<file path="src/hdl/cpuPkg.sv">
package cpuPkg;

    // Datapath and register file sizes.
    localparam int dataWidth    = 16;
    localparam int instrWidth   = 16;
    localparam int regAddrWidth = 3;
    localparam int numRegs      = 8;

    // The opcode field doubles as the ALU operation code.
    localparam int aluOpWidth = 5;
    localparam int functWidth = 2;

    // Instruction field positions.
    localparam int opcodeMsb = 15;
    localparam int opcodeLsb = 11;
    localparam int rdMsb     = 10;
    localparam int rdLsb     = 8;
    localparam int rsMsb     = 7;
    localparam int rsLsb     = 5;
    localparam int rtMsb     = 4;
    localparam int rtLsb     = 2;
    localparam int imm5Width = 5;
    localparam int imm8Width = 8;

    // Opcodes. Anything not listed here behaves like opNop.
    localparam logic [aluOpWidth-1:0] opNop   = 5'b00000;
    localparam logic [aluOpWidth-1:0] opRtype = 5'b00001;
    localparam logic [aluOpWidth-1:0] opAddi  = 5'b00010;
    localparam logic [aluOpWidth-1:0] opAndi  = 5'b00011;
    localparam logic [aluOpWidth-1:0] opSlli  = 5'b00100;
    localparam logic [aluOpWidth-1:0] opLbi   = 5'b00101;
    localparam logic [aluOpWidth-1:0] opHalt  = 5'b11111;

    // Register-register operations selected by funct under opRtype.
    localparam logic [functWidth-1:0] functAdd = 2'b00;
    localparam logic [functWidth-1:0] functSub = 2'b01;
    localparam logic [functWidth-1:0] functAnd = 2'b10;
    localparam logic [functWidth-1:0] functXor = 2'b11;

    // Shift amounts use only the low bits of imm5.
    localparam int shamtWidth = 4;

endpackage

</file>
<file path="src/hdl/regFile.sv">
`timescale 1ns/100ps

module regFile (
    input  logic                             clk,
    input  logic                             rstN,
    input  logic [cpuPkg::regAddrWidth-1:0]  readReg1,
    input  logic [cpuPkg::regAddrWidth-1:0]  readReg2,
    output logic [cpuPkg::dataWidth-1:0]     readData1,
    output logic [cpuPkg::dataWidth-1:0]     readData2,
    input  logic                             writeEn,
    input  logic [cpuPkg::regAddrWidth-1:0]  writeReg,
    input  logic [cpuPkg::dataWidth-1:0]     writeData
);

    logic [cpuPkg::dataWidth-1:0] regs [cpuPkg::numRegs];

    always_ff @(posedge clk) begin
        if (!rstN) begin
            regs <= '{default: '0};
        end else if (writeEn) begin
            regs[writeReg] <= writeData;
        end
    end

    // Write-through so decode sees a value being written back this cycle.
    assign readData1 = (writeEn && (writeReg == readReg1)) ? writeData : regs[readReg1];
    assign readData2 = (writeEn && (writeReg == readReg2)) ? writeData : regs[readReg2];

endmodule

</file>
<file path="src/hdl/decodeStage.sv">
`timescale 1ns/100ps

module decodeStage (
    input  logic                             clk,
    input  logic                             rstN,
    input  logic                             frozen,
    input  logic                             instrValid,
    input  logic [cpuPkg::instrWidth-1:0]    instr,
    input  logic [cpuPkg::regAddrWidth-1:0]  exWriteReg,
    input  logic                             exWriteRegValid,
    input  logic [cpuPkg::dataWidth-1:0]     readData1,
    input  logic [cpuPkg::dataWidth-1:0]     readData2,
    output logic                             instrReady,
    output logic [cpuPkg::regAddrWidth-1:0]  readReg1,
    output logic [cpuPkg::regAddrWidth-1:0]  readReg2,
    output logic [cpuPkg::dataWidth-1:0]     rsData,
    output logic [cpuPkg::dataWidth-1:0]     rtData,
    output logic [cpuPkg::aluOpWidth-1:0]    aluOp,
    output logic [cpuPkg::functWidth-1:0]    funct,
    output logic                             aluSrc,
    output logic [cpuPkg::dataWidth-1:0]     immVal,
    output logic [cpuPkg::regAddrWidth-1:0]  writeReg,
    output logic                             regWrite,
    output logic                             halt,
    output logic [cpuPkg::regAddrWidth-1:0]  rs,
    output logic [cpuPkg::regAddrWidth-1:0]  rt,
    output logic                             rsValid,
    output logic                             rtValid,
    output logic                             writeRegValid,
    output logic                             controlZeroEmpty,
    output logic                             controlZeroHazard
);

    logic [cpuPkg::instrWidth-1:0] instrReg;
    logic                          occupied;
    logic                          haltTaken;
    logic                          accept;
    logic                          advance;
    logic                          rsHazard;
    logic                          rtHazard;
    logic [cpuPkg::dataWidth-1:0]  imm5Ext;
    logic [cpuPkg::dataWidth-1:0]  imm8Ext;

    assign aluOp    = instrReg[cpuPkg::opcodeMsb:cpuPkg::opcodeLsb];
    assign writeReg = instrReg[cpuPkg::rdMsb:cpuPkg::rdLsb];
    assign rs       = instrReg[cpuPkg::rsMsb:cpuPkg::rsLsb];
    assign rt       = instrReg[cpuPkg::rtMsb:cpuPkg::rtLsb];
    assign funct    = instrReg[cpuPkg::functWidth-1:0];
    assign readReg1 = rs;
    assign readReg2 = rt;

    assign imm5Ext = {{(cpuPkg::dataWidth - cpuPkg::imm5Width){instrReg[cpuPkg::imm5Width-1]}},
                      instrReg[cpuPkg::imm5Width-1:0]};
    assign imm8Ext = {{(cpuPkg::dataWidth - cpuPkg::imm8Width){instrReg[cpuPkg::imm8Width-1]}},
                      instrReg[cpuPkg::imm8Width-1:0]};

    always_comb begin
        aluSrc   = 1'b0;
        regWrite = 1'b0;
        halt     = 1'b0;
        rsValid  = 1'b0;
        rtValid  = 1'b0;
        immVal   = imm5Ext;
        case (aluOp)
            cpuPkg::opRtype: begin
                regWrite = 1'b1;
                rsValid  = 1'b1;
                rtValid  = 1'b1;
            end
            cpuPkg::opAddi, cpuPkg::opAndi, cpuPkg::opSlli: begin
                aluSrc   = 1'b1;
                regWrite = 1'b1;
                rsValid  = 1'b1;
            end
            cpuPkg::opLbi: begin
                aluSrc   = 1'b1;
                regWrite = 1'b1;
                immVal   = imm8Ext;
            end
            cpuPkg::opHalt: halt = 1'b1;
            default: ;  // Unknown opcodes write nothing.
        endcase
    end

    assign writeRegValid = regWrite;

    // Unused sources go out as zero so the ALU never sees stale register data.
    assign rsData = rsValid ? readData1 : '0;
    assign rtData = rtValid ? readData2 : '0;

    // A source that matches the destination still in execute must wait one cycle.
    assign rsHazard = rsValid && exWriteRegValid && (rs == exWriteReg);
    assign rtHazard = rtValid && exWriteRegValid && (rt == exWriteReg);

    assign controlZeroEmpty  = !occupied;
    assign controlZeroHazard = occupied && (rsHazard || rtHazard);

    assign advance    = occupied && !controlZeroHazard && !frozen;
    assign instrReady = !haltTaken && !frozen && !controlZeroHazard;
    assign accept     = instrValid && instrReady;

    always_ff @(posedge clk) begin
        if (!rstN) begin
            occupied  <= 1'b0;
            haltTaken <= 1'b0;
        end else if (accept) begin
            occupied <= 1'b1;
            if (instr[cpuPkg::opcodeMsb:cpuPkg::opcodeLsb] == cpuPkg::opHalt) begin
                haltTaken <= 1'b1;  // No more words after a halt.
            end
        end else if (advance) begin
            occupied <= 1'b0;
        end
    end

    always_ff @(posedge clk) begin
        if (accept) begin
            instrReg <= instr;
        end
    end

endmodule

</file>
<file path="src/hdl/idExReg.sv">
`timescale 1ns/100ps

module idExReg (
    input  logic                             clk,
    input  logic                             rstN,
    input  logic                             frozen,
    input  logic                             controlZeroEmpty,
    input  logic                             controlZeroHazard,
    input  logic [cpuPkg::dataWidth-1:0]     readData1,
    input  logic [cpuPkg::dataWidth-1:0]     readData2,
    input  logic [cpuPkg::aluOpWidth-1:0]    aluOp,
    input  logic [cpuPkg::functWidth-1:0]    funct,
    input  logic                             aluSrc,
    input  logic [cpuPkg::dataWidth-1:0]     immVal,
    input  logic [cpuPkg::regAddrWidth-1:0]  writeReg,
    input  logic                             regWrite,
    input  logic                             halt,
    input  logic [cpuPkg::regAddrWidth-1:0]  rs,
    input  logic [cpuPkg::regAddrWidth-1:0]  rt,
    input  logic                             rsValid,
    input  logic                             rtValid,
    input  logic                             writeRegValid,
    output logic [cpuPkg::dataWidth-1:0]     readData1Out,
    output logic [cpuPkg::dataWidth-1:0]     readData2Out,
    output logic [cpuPkg::aluOpWidth-1:0]    aluOpOut,
    output logic [cpuPkg::functWidth-1:0]    functOut,
    output logic                             aluSrcOut,
    output logic [cpuPkg::dataWidth-1:0]     immValOut,
    output logic [cpuPkg::regAddrWidth-1:0]  writeRegOut,
    output logic                             regWriteOut,
    output logic                             haltOut,
    output logic [cpuPkg::regAddrWidth-1:0]  rsOut,
    output logic [cpuPkg::regAddrWidth-1:0]  rtOut,
    output logic                             rsValidOut,
    output logic                             rtValidOut,
    output logic                             writeRegValidOut
);

    logic controlZero;

    // Either bubble reason turns the slot into a no-op.
    assign controlZero = controlZeroEmpty || controlZeroHazard;

    always_ff @(posedge clk) begin
        if (!rstN) begin
            aluOpOut         <= '0;
            functOut         <= '0;
            aluSrcOut        <= 1'b0;
            writeRegOut      <= '0;
            regWriteOut      <= 1'b0;
            haltOut          <= 1'b0;
            rsValidOut       <= 1'b0;
            rtValidOut       <= 1'b0;
            writeRegValidOut <= 1'b0;
        end else if (!frozen) begin
            aluOpOut         <= aluOp;
            functOut         <= funct;
            aluSrcOut        <= aluSrc;
            writeRegOut      <= writeReg;
            regWriteOut      <= controlZero ? 1'b0 : regWrite;
            haltOut          <= controlZero ? 1'b0 : halt;
            rsValidOut       <= rsValid;
            rtValidOut       <= rtValid;
            writeRegValidOut <= controlZero ? 1'b0 : writeRegValid;
        end
    end

    always_ff @(posedge clk) begin
        if (!frozen) begin
            readData1Out <= readData1;
            readData2Out <= readData2;
            immValOut    <= immVal;
            rsOut        <= rs;
            rtOut        <= rt;
        end
    end

endmodule

</file>
<file path="src/hdl/executeStage.sv">
`timescale 1ns/100ps

module executeStage (
    input  logic                             clk,
    input  logic                             rstN,
    input  logic                             wbReady,
    input  logic [cpuPkg::aluOpWidth-1:0]    aluOp,
    input  logic [cpuPkg::functWidth-1:0]    funct,
    input  logic                             aluSrc,
    input  logic [cpuPkg::dataWidth-1:0]     readData1,
    input  logic [cpuPkg::dataWidth-1:0]     readData2,
    input  logic [cpuPkg::dataWidth-1:0]     immVal,
    input  logic [cpuPkg::regAddrWidth-1:0]  writeReg,
    input  logic                             regWrite,
    input  logic                             halt,
    output logic                             wbValid,
    output logic [cpuPkg::regAddrWidth-1:0]  wbReg,
    output logic [cpuPkg::dataWidth-1:0]     wbData,
    output logic                             frozen,
    output logic                             halted
);

    logic [cpuPkg::dataWidth-1:0] opB;
    logic [cpuPkg::dataWidth-1:0] result;

    assign opB = aluSrc ? immVal : readData2;

    always_comb begin
        case (aluOp)
            cpuPkg::opRtype: begin
                case (funct)
                    cpuPkg::functAdd: result = readData1 + opB;
                    cpuPkg::functSub: result = readData1 - opB;
                    cpuPkg::functAnd: result = readData1 & opB;
                    default:          result = readData1 ^ opB;
                endcase
            end
            cpuPkg::opAddi: result = readData1 + opB;
            cpuPkg::opAndi: result = readData1 & opB;
            cpuPkg::opSlli: result = readData1 << opB[cpuPkg::shamtWidth-1:0];
            cpuPkg::opLbi:  result = opB;
            default:        result = '0;
        endcase
    end

    // A result the consumer has not taken stalls everything behind it.
    assign frozen = wbValid && !wbReady;

    always_ff @(posedge clk) begin
        if (!rstN) begin
            wbValid <= 1'b0;
            halted  <= 1'b0;
        end else if (!frozen) begin
            wbValid <= regWrite;
            if (halt) begin
                halted <= 1'b1;  // Sticky until reset.
            end
        end
    end

    always_ff @(posedge clk) begin
        if (!frozen) begin
            wbReg  <= writeReg;
            wbData <= result;
        end
    end

endmodule

</file>
<file path="src/hdl/cpuCore.sv">
`timescale 1ns/100ps

module cpuCore (
    input  logic                             clk,
    input  logic                             rstN,
    input  logic                             instrValid,
    input  logic [cpuPkg::instrWidth-1:0]    instr,
    output logic                             instrReady,
    output logic                             wbValid,
    output logic [cpuPkg::regAddrWidth-1:0]  wbReg,
    output logic [cpuPkg::dataWidth-1:0]     wbData,
    input  logic                             wbReady,
    output logic                             halted
);

    logic                            frozen;
    logic                            wbFire;
    logic [cpuPkg::regAddrWidth-1:0] readReg1, readReg2;
    logic [cpuPkg::dataWidth-1:0]    readData1, readData2;
    logic [cpuPkg::dataWidth-1:0]    rsData, rtData, immVal;
    logic [cpuPkg::aluOpWidth-1:0]   aluOp;
    logic [cpuPkg::functWidth-1:0]   funct;
    logic [cpuPkg::regAddrWidth-1:0] writeReg, rs, rt;
    logic                            aluSrc, regWrite, halt;
    logic                            rsValid, rtValid, writeRegValid;
    logic                            controlZeroEmpty, controlZeroHazard;
    logic [cpuPkg::dataWidth-1:0]    exData1, exData2, exImmVal;
    logic [cpuPkg::aluOpWidth-1:0]   exAluOp;
    logic [cpuPkg::functWidth-1:0]   exFunct;
    logic [cpuPkg::regAddrWidth-1:0] exWriteReg;
    logic                            exAluSrc, exRegWrite, exHalt, exWriteRegValid;

    assign wbFire = wbValid && wbReady;  // Register file write enable.

    regFile regFile_inst (
        .clk(clk), .rstN(rstN),
        .readReg1(readReg1), .readReg2(readReg2),
        .readData1(readData1), .readData2(readData2),
        .writeEn(wbFire), .writeReg(wbReg), .writeData(wbData)
    );

    decodeStage decodeStage_inst (
        .clk(clk), .rstN(rstN), .frozen(frozen),
        .instrValid(instrValid), .instr(instr),
        .exWriteReg(exWriteReg), .exWriteRegValid(exWriteRegValid),
        .readData1(readData1), .readData2(readData2),
        .instrReady(instrReady), .readReg1(readReg1), .readReg2(readReg2),
        .rsData(rsData), .rtData(rtData), .aluOp(aluOp), .funct(funct),
        .aluSrc(aluSrc), .immVal(immVal), .writeReg(writeReg),
        .regWrite(regWrite), .halt(halt), .rs(rs), .rt(rt),
        .rsValid(rsValid), .rtValid(rtValid), .writeRegValid(writeRegValid),
        .controlZeroEmpty(controlZeroEmpty), .controlZeroHazard(controlZeroHazard)
    );

    // Source tags are carried for debug visibility and not consumed downstream.
    idExReg idExReg_inst (
        .clk(clk), .rstN(rstN), .frozen(frozen),
        .controlZeroEmpty(controlZeroEmpty), .controlZeroHazard(controlZeroHazard),
        .readData1(rsData), .readData2(rtData), .aluOp(aluOp), .funct(funct),
        .aluSrc(aluSrc), .immVal(immVal), .writeReg(writeReg),
        .regWrite(regWrite), .halt(halt), .rs(rs), .rt(rt),
        .rsValid(rsValid), .rtValid(rtValid), .writeRegValid(writeRegValid),
        .readData1Out(exData1), .readData2Out(exData2), .aluOpOut(exAluOp),
        .functOut(exFunct), .aluSrcOut(exAluSrc), .immValOut(exImmVal),
        .writeRegOut(exWriteReg), .regWriteOut(exRegWrite), .haltOut(exHalt),
        .rsOut(), .rtOut(), .rsValidOut(), .rtValidOut(),
        .writeRegValidOut(exWriteRegValid)
    );

    executeStage executeStage_inst (
        .clk(clk), .rstN(rstN), .wbReady(wbReady),
        .aluOp(exAluOp), .funct(exFunct), .aluSrc(exAluSrc),
        .readData1(exData1), .readData2(exData2), .immVal(exImmVal),
        .writeReg(exWriteReg), .regWrite(exRegWrite), .halt(exHalt),
        .wbValid(wbValid), .wbReg(wbReg), .wbData(wbData),
        .frozen(frozen), .halted(halted)
    );

endmodule

</file>
<file path="config.mk">
export PLATFORM = sky130hd
export DESIGN_NAME = cpuCore
export DESIGN_NICKNAME = d
export VERILOG_FILES = /design/src/hdl/cpuPkg.sv /design/src/hdl/regFile.sv /design/src/hdl/decodeStage.sv /design/src/hdl/idExReg.sv /design/src/hdl/executeStage.sv /design/src/hdl/cpuCore.sv
export SDC_FILE = /design/constraint.sdc
export NUM_CORES = 1
export LEC_CHECK = 0
export BUFFER_PORTS_ARGS = -buffer_cell sky130_fd_sc_hd__buf_2
export CORE_MARGIN = 4
export CORE_UTILIZATION = 48
export CTS_BUF_LIST = sky130_fd_sc_hd__clkbuf_16
export CTS_CLUSTER_DIAMETER = 150
export DETAILED_ROUTE_END_ITERATION = 8
export SYNTH_ARGS = -nofsm -noshare
export SYNTH_HDL_FRONTEND = slang
export SYNTH_SLANG_ARGS = --single-unit
export TNS_END_PERCENT = 30
</file>
<file path="constraint.sdc">
create_clock -name clk -period 6.15 [get_ports clk]
set_input_delay 0.615 -clock clk [delete_from_list [all_inputs] [get_ports clk]]
set_output_delay 0.615 -clock clk [all_outputs]
set_load 0.005 [all_outputs]
</file>
==> results.json <==
{
  "status": "finished clean",
  "synth_top_area_share_pct": 21.3,
  "drt-wirelength-per-cell_microns": 22.8,
  "start_kind": "flop",
  "cts.repair_timing.setup_buffer_count": 0,
  "numClockSinks": 220,
  "worst_slew_slack_as_a_fraction_of_its_limit_pct": 19.6,
  "dp_slack_ns": 2.22,
  "yosys_warnings": 0,
  "fin_nets": 1444,
  "fmax_ghz": 0.252,
  "ir_drop_uv": 156,
  "io_buffer_count": 41,
  "synth_cells": 1416,
  "drv.max_cap_violation_count": 0,
  "viasPerCell": 6.08,
  "setup_ws_ns": 2.19,
  "synth_ff_type": "dfxtp_1",
  "top_layer_used": "met4",
  "maximum_number_of_pins_on_one_net_before_global_route_repair": 126,
  "placed_cells_incl_taps": 1738,
  "timing.critical_path.fanout_max": 21,
  "sum_of_met3_wire_segment_lengths_after_detailed_routing_microns": 2530,
  "cts_resized": 0,
  "synthTopCellsByArea": "dfxtp_1, edfxtp_1, mux4_2",
  "power_density_nw_per_um2": 221,
  "fin_crit_ns": 3.96,
  "synth_cell_type_count": 74,
  "routed-wl-met2_microns": 19300,
  "synth-edff-count": 75,
  "worstSetupEndpointType": "flop",
  "yosysSeqAreaShare_pct": 37.9,
  "rsz0062_at_grt": "no",
  "drt-initial-drc-count": 1067,
  "root_buffer": "clkbuf_16",
  "worst-endpoint-arrival_ns": 4.24,
  "worst_ep_required_time_ns": 6.43,
  "crit_type": "flop to flop",
  "final_clock_skew_ns": 0.0197,
  "final_hold_viol_count": 0,
  "total_power_w": 0.00327,
  "layout-area-overhead-vs-synth_pct": 8.54,
  "cts_tree": "yes",
  "synth_top_cells_by_count": "nand2_1, dfxtp_1, a21boi_0",
  "timing.final.crit_share_pct": 64.4,
  "postSynthNetCount": 1472,
  "dieArea_sq_um": 31100,
  "num_io_pins": 42,
  "final_cells": 1785,
  "remaining_drc_errors": 0,
  "final-setup-viol-count": 0,
  "die-height_microns": 176,
  "hpwl_microns": 27400,
  "final_layout_size_suffix_gt1_share_pct": 13.6,
  "antennaDiodeCount": 0,
  "final_count_of_pins_violating_max_slew": 0,
  "drt-total-wl_microns": 40800,
  "design.core.area_sq_um": 27900,
  "first_pass_drt_iterations": 5,
  "clock_insertion_delay_worst_skew_ns": 0.53,
  "global_route_wire_length_before_repair_microns": 63400,
  "tightest_slew_ns": 1.21,
  "met1_length_microns": 17700,
  "drtAntennaViolNets": 0,
  "cts_inserted_buffers": 26,
  "grt_pass1_vias": 10700,
  "clk_pin_slew_ns": 0.06,
  "post-synth-top-area-cell": "dfxtp_1",
  "timing.hold.worst.class": "input port to flop",
  "synth-seq-cells": 220,
  "core.rowCount": 61,
  "synth.cell_area_sq_um": 13600,
  "die_width_microns": 176,
  "finalSetupTns_ns": 0,
  "globalRouteOverflowTotal": 0,
  "power.leakage_nw": 5.46,
  "hold_buf_count_cts": 0,
  "start_util_pct": 48.9,
  "gp_congestion": 0.926,
  "grt_antenna_before_repair": 0,
  "vias_post_dr": 10800,
  "synth_most_common_cell": "nand2_1",
  "postSynthAreaPerCell_sq_um": 9.62,
  "clock_path_buffers": 3,
  "htree_num_levels": 1,
  "track_usage_pct": 26.1,
  "ys_async_sr_fraction_pct": 0
}
## registers in the layout (all words and copies together), names as in the netlist
| name | flops |
|---|---|
| decodeStage_inst.haltTaken | 1 |
| decodeStage_inst.instrReg | 16 |
| decodeStage_inst.occupied | 1 |
| executeStage_inst.halted | 1 |
| executeStage_inst.wbData | 16 |
| executeStage_inst.wbReg | 3 |
| executeStage_inst.wbValid | 1 |
| idExReg_inst.aluOpOut | 5 |
| idExReg_inst.aluSrcOut | 1 |
| idExReg_inst.functOut | 2 |
| idExReg_inst.haltOut | 1 |
| idExReg_inst.immValOut | 8 |
| idExReg_inst.readData1Out | 16 |
| idExReg_inst.readData2Out | 16 |
| idExReg_inst.regWriteOut | 1 |
| idExReg_inst.writeRegOut | 3 |
| regFile_inst.regs | 128 |
## worst max-delay path, cell delays in order (launching register included)
cell	delay (ns)
dfxtp_1	0.69
mux2i_4	0.31
buf_4	0.32
inv_1	0.13
ha_1	0.21
inv_1	0.10
fa_1	0.23
o21bai_1	0.14
a2111oi_2	0.73
o211ai_1	0.21
a31oi_1	0.21
xor2_1	0.09
a221o_1	0.34
## kinds of logic (layout without fill, tap and decap cells)
group,Yosys count,after routing,share of synthesized area (%)
adders and majority gates,36,36,3.42
muxes,152,152,18.9
DFF,220,220,37.9
and+or+nand+nor,489,489,15.7
buffers and inverters,157,148,4.60
AOI/OAI and AO/OA,336,336,17.8
xor gates and xnor gates,26,26,1.67
## cell type report
cell class              count  area (sq um)
inverters                  41           154
repair buffers             60           350
clock buffers              27           676
multi-input cells        1039          7860
fillers                  2534         13100
flip-flops and latches    220          5150
clock inverters            20           113
well taps                 378           473
## cells in the final DEF (no fill, tap or decap), drive strengths merged, types with 4 or more instances in the layout
| cell type | netlist | routed |
|---|---|---|
| a2111oi | 5 | 5 |
| a211oi | 43 | 43 |
| a21boi | 123 | 123 |
| a21o | 11 | 11 |
| a21oi | 34 | 34 |
| a221oi | 5 | 5 |
| a222oi | 5 | 5 |
| a22oi | 6 | 6 |
| a31oi | 4 | 4 |
| and2 | 4 | 4 |
| buf | 19 | 60 |
| clkbuf | 97 | 27 |
| clkinv | 3 | 11 |
| dfxtp | 145 | 145 |
| edfxtp | 75 | 75 |
| ha | 34 | 34 |
| inv | 38 | 48 |
| mux2 | 7 | 7 |
| mux2i | 65 | 65 |
| mux4 | 80 | 80 |
| nand2 | 283 | 283 |
| nand2b | 5 | 5 |
| nand3 | 22 | 22 |
| nor2 | 83 | 83 |
| nor2b | 34 | 34 |
| nor3 | 15 | 15 |
| nor3b | 4 | 4 |
| nor4 | 9 | 9 |
| o211ai | 17 | 17 |
| o21ai | 36 | 36 |
| o221ai | 4 | 4 |
| o31ai | 7 | 7 |
| or2 | 6 | 6 |
| or3 | 5 | 5 |
| or4 | 4 | 4 |
| xnor2 | 17 | 17 |
| xor2 | 9 | 9 |
## worst paths after layout
| check | start | end | slack, ns | cells past startpoint |
|---|---|---|---|---|
| setup reg to reg | idExReg_inst.aluSrcOut | executeStage_inst.wbData[14] | 2.19 | 12 |
| setup / recovery | idExReg_inst.aluSrcOut | executeStage_inst.wbData[14] | 2.19 | 12 |
| hold reg to reg | regFile_inst.regs[95] | regFile_inst.regs[95] | 0.47 | 2 |
| hold / removal | instr[9] | decodeStage_inst.instrReg[9] | 0.27 | 1 |
## stage by stage
step           utilization (%)  hold slack [ns]  area, sq um
3_5_place_dp              50.2            0.464        14000
5_1_grt                   53.1            0.252        14800
3_3_place_gp              50.2            0.454        14000
4_1_cts                   53.1            0.248        14800
2_1_floorplan                -            0.421        13600
6_report                  53.1            0.268        14800
## routing by layer
| metal | GRT usage, % | vias up |
|---|---|---|
| met2 | 43.5 | 376 |
| met3 | 4.58 | 87 |
| met1 | 34.9 | 5268 |
| met5 | 0 | - |
| li1 | - | 5113 |
| met4 | 8.12 | 0 |
## where the power goes
part           internal, W  leakage (nW)  switching (W)  total, W
Combinational     0.000106          3.01       0.000157  0.000263
Clock             0.000829         0.416       0.000609   0.00144
Sequential         0.00152          2.04      0.0000437   0.00157
Total              0.00246          5.46       0.000809   0.00327
Note: power is estimated with default switching activity, not from simulation.
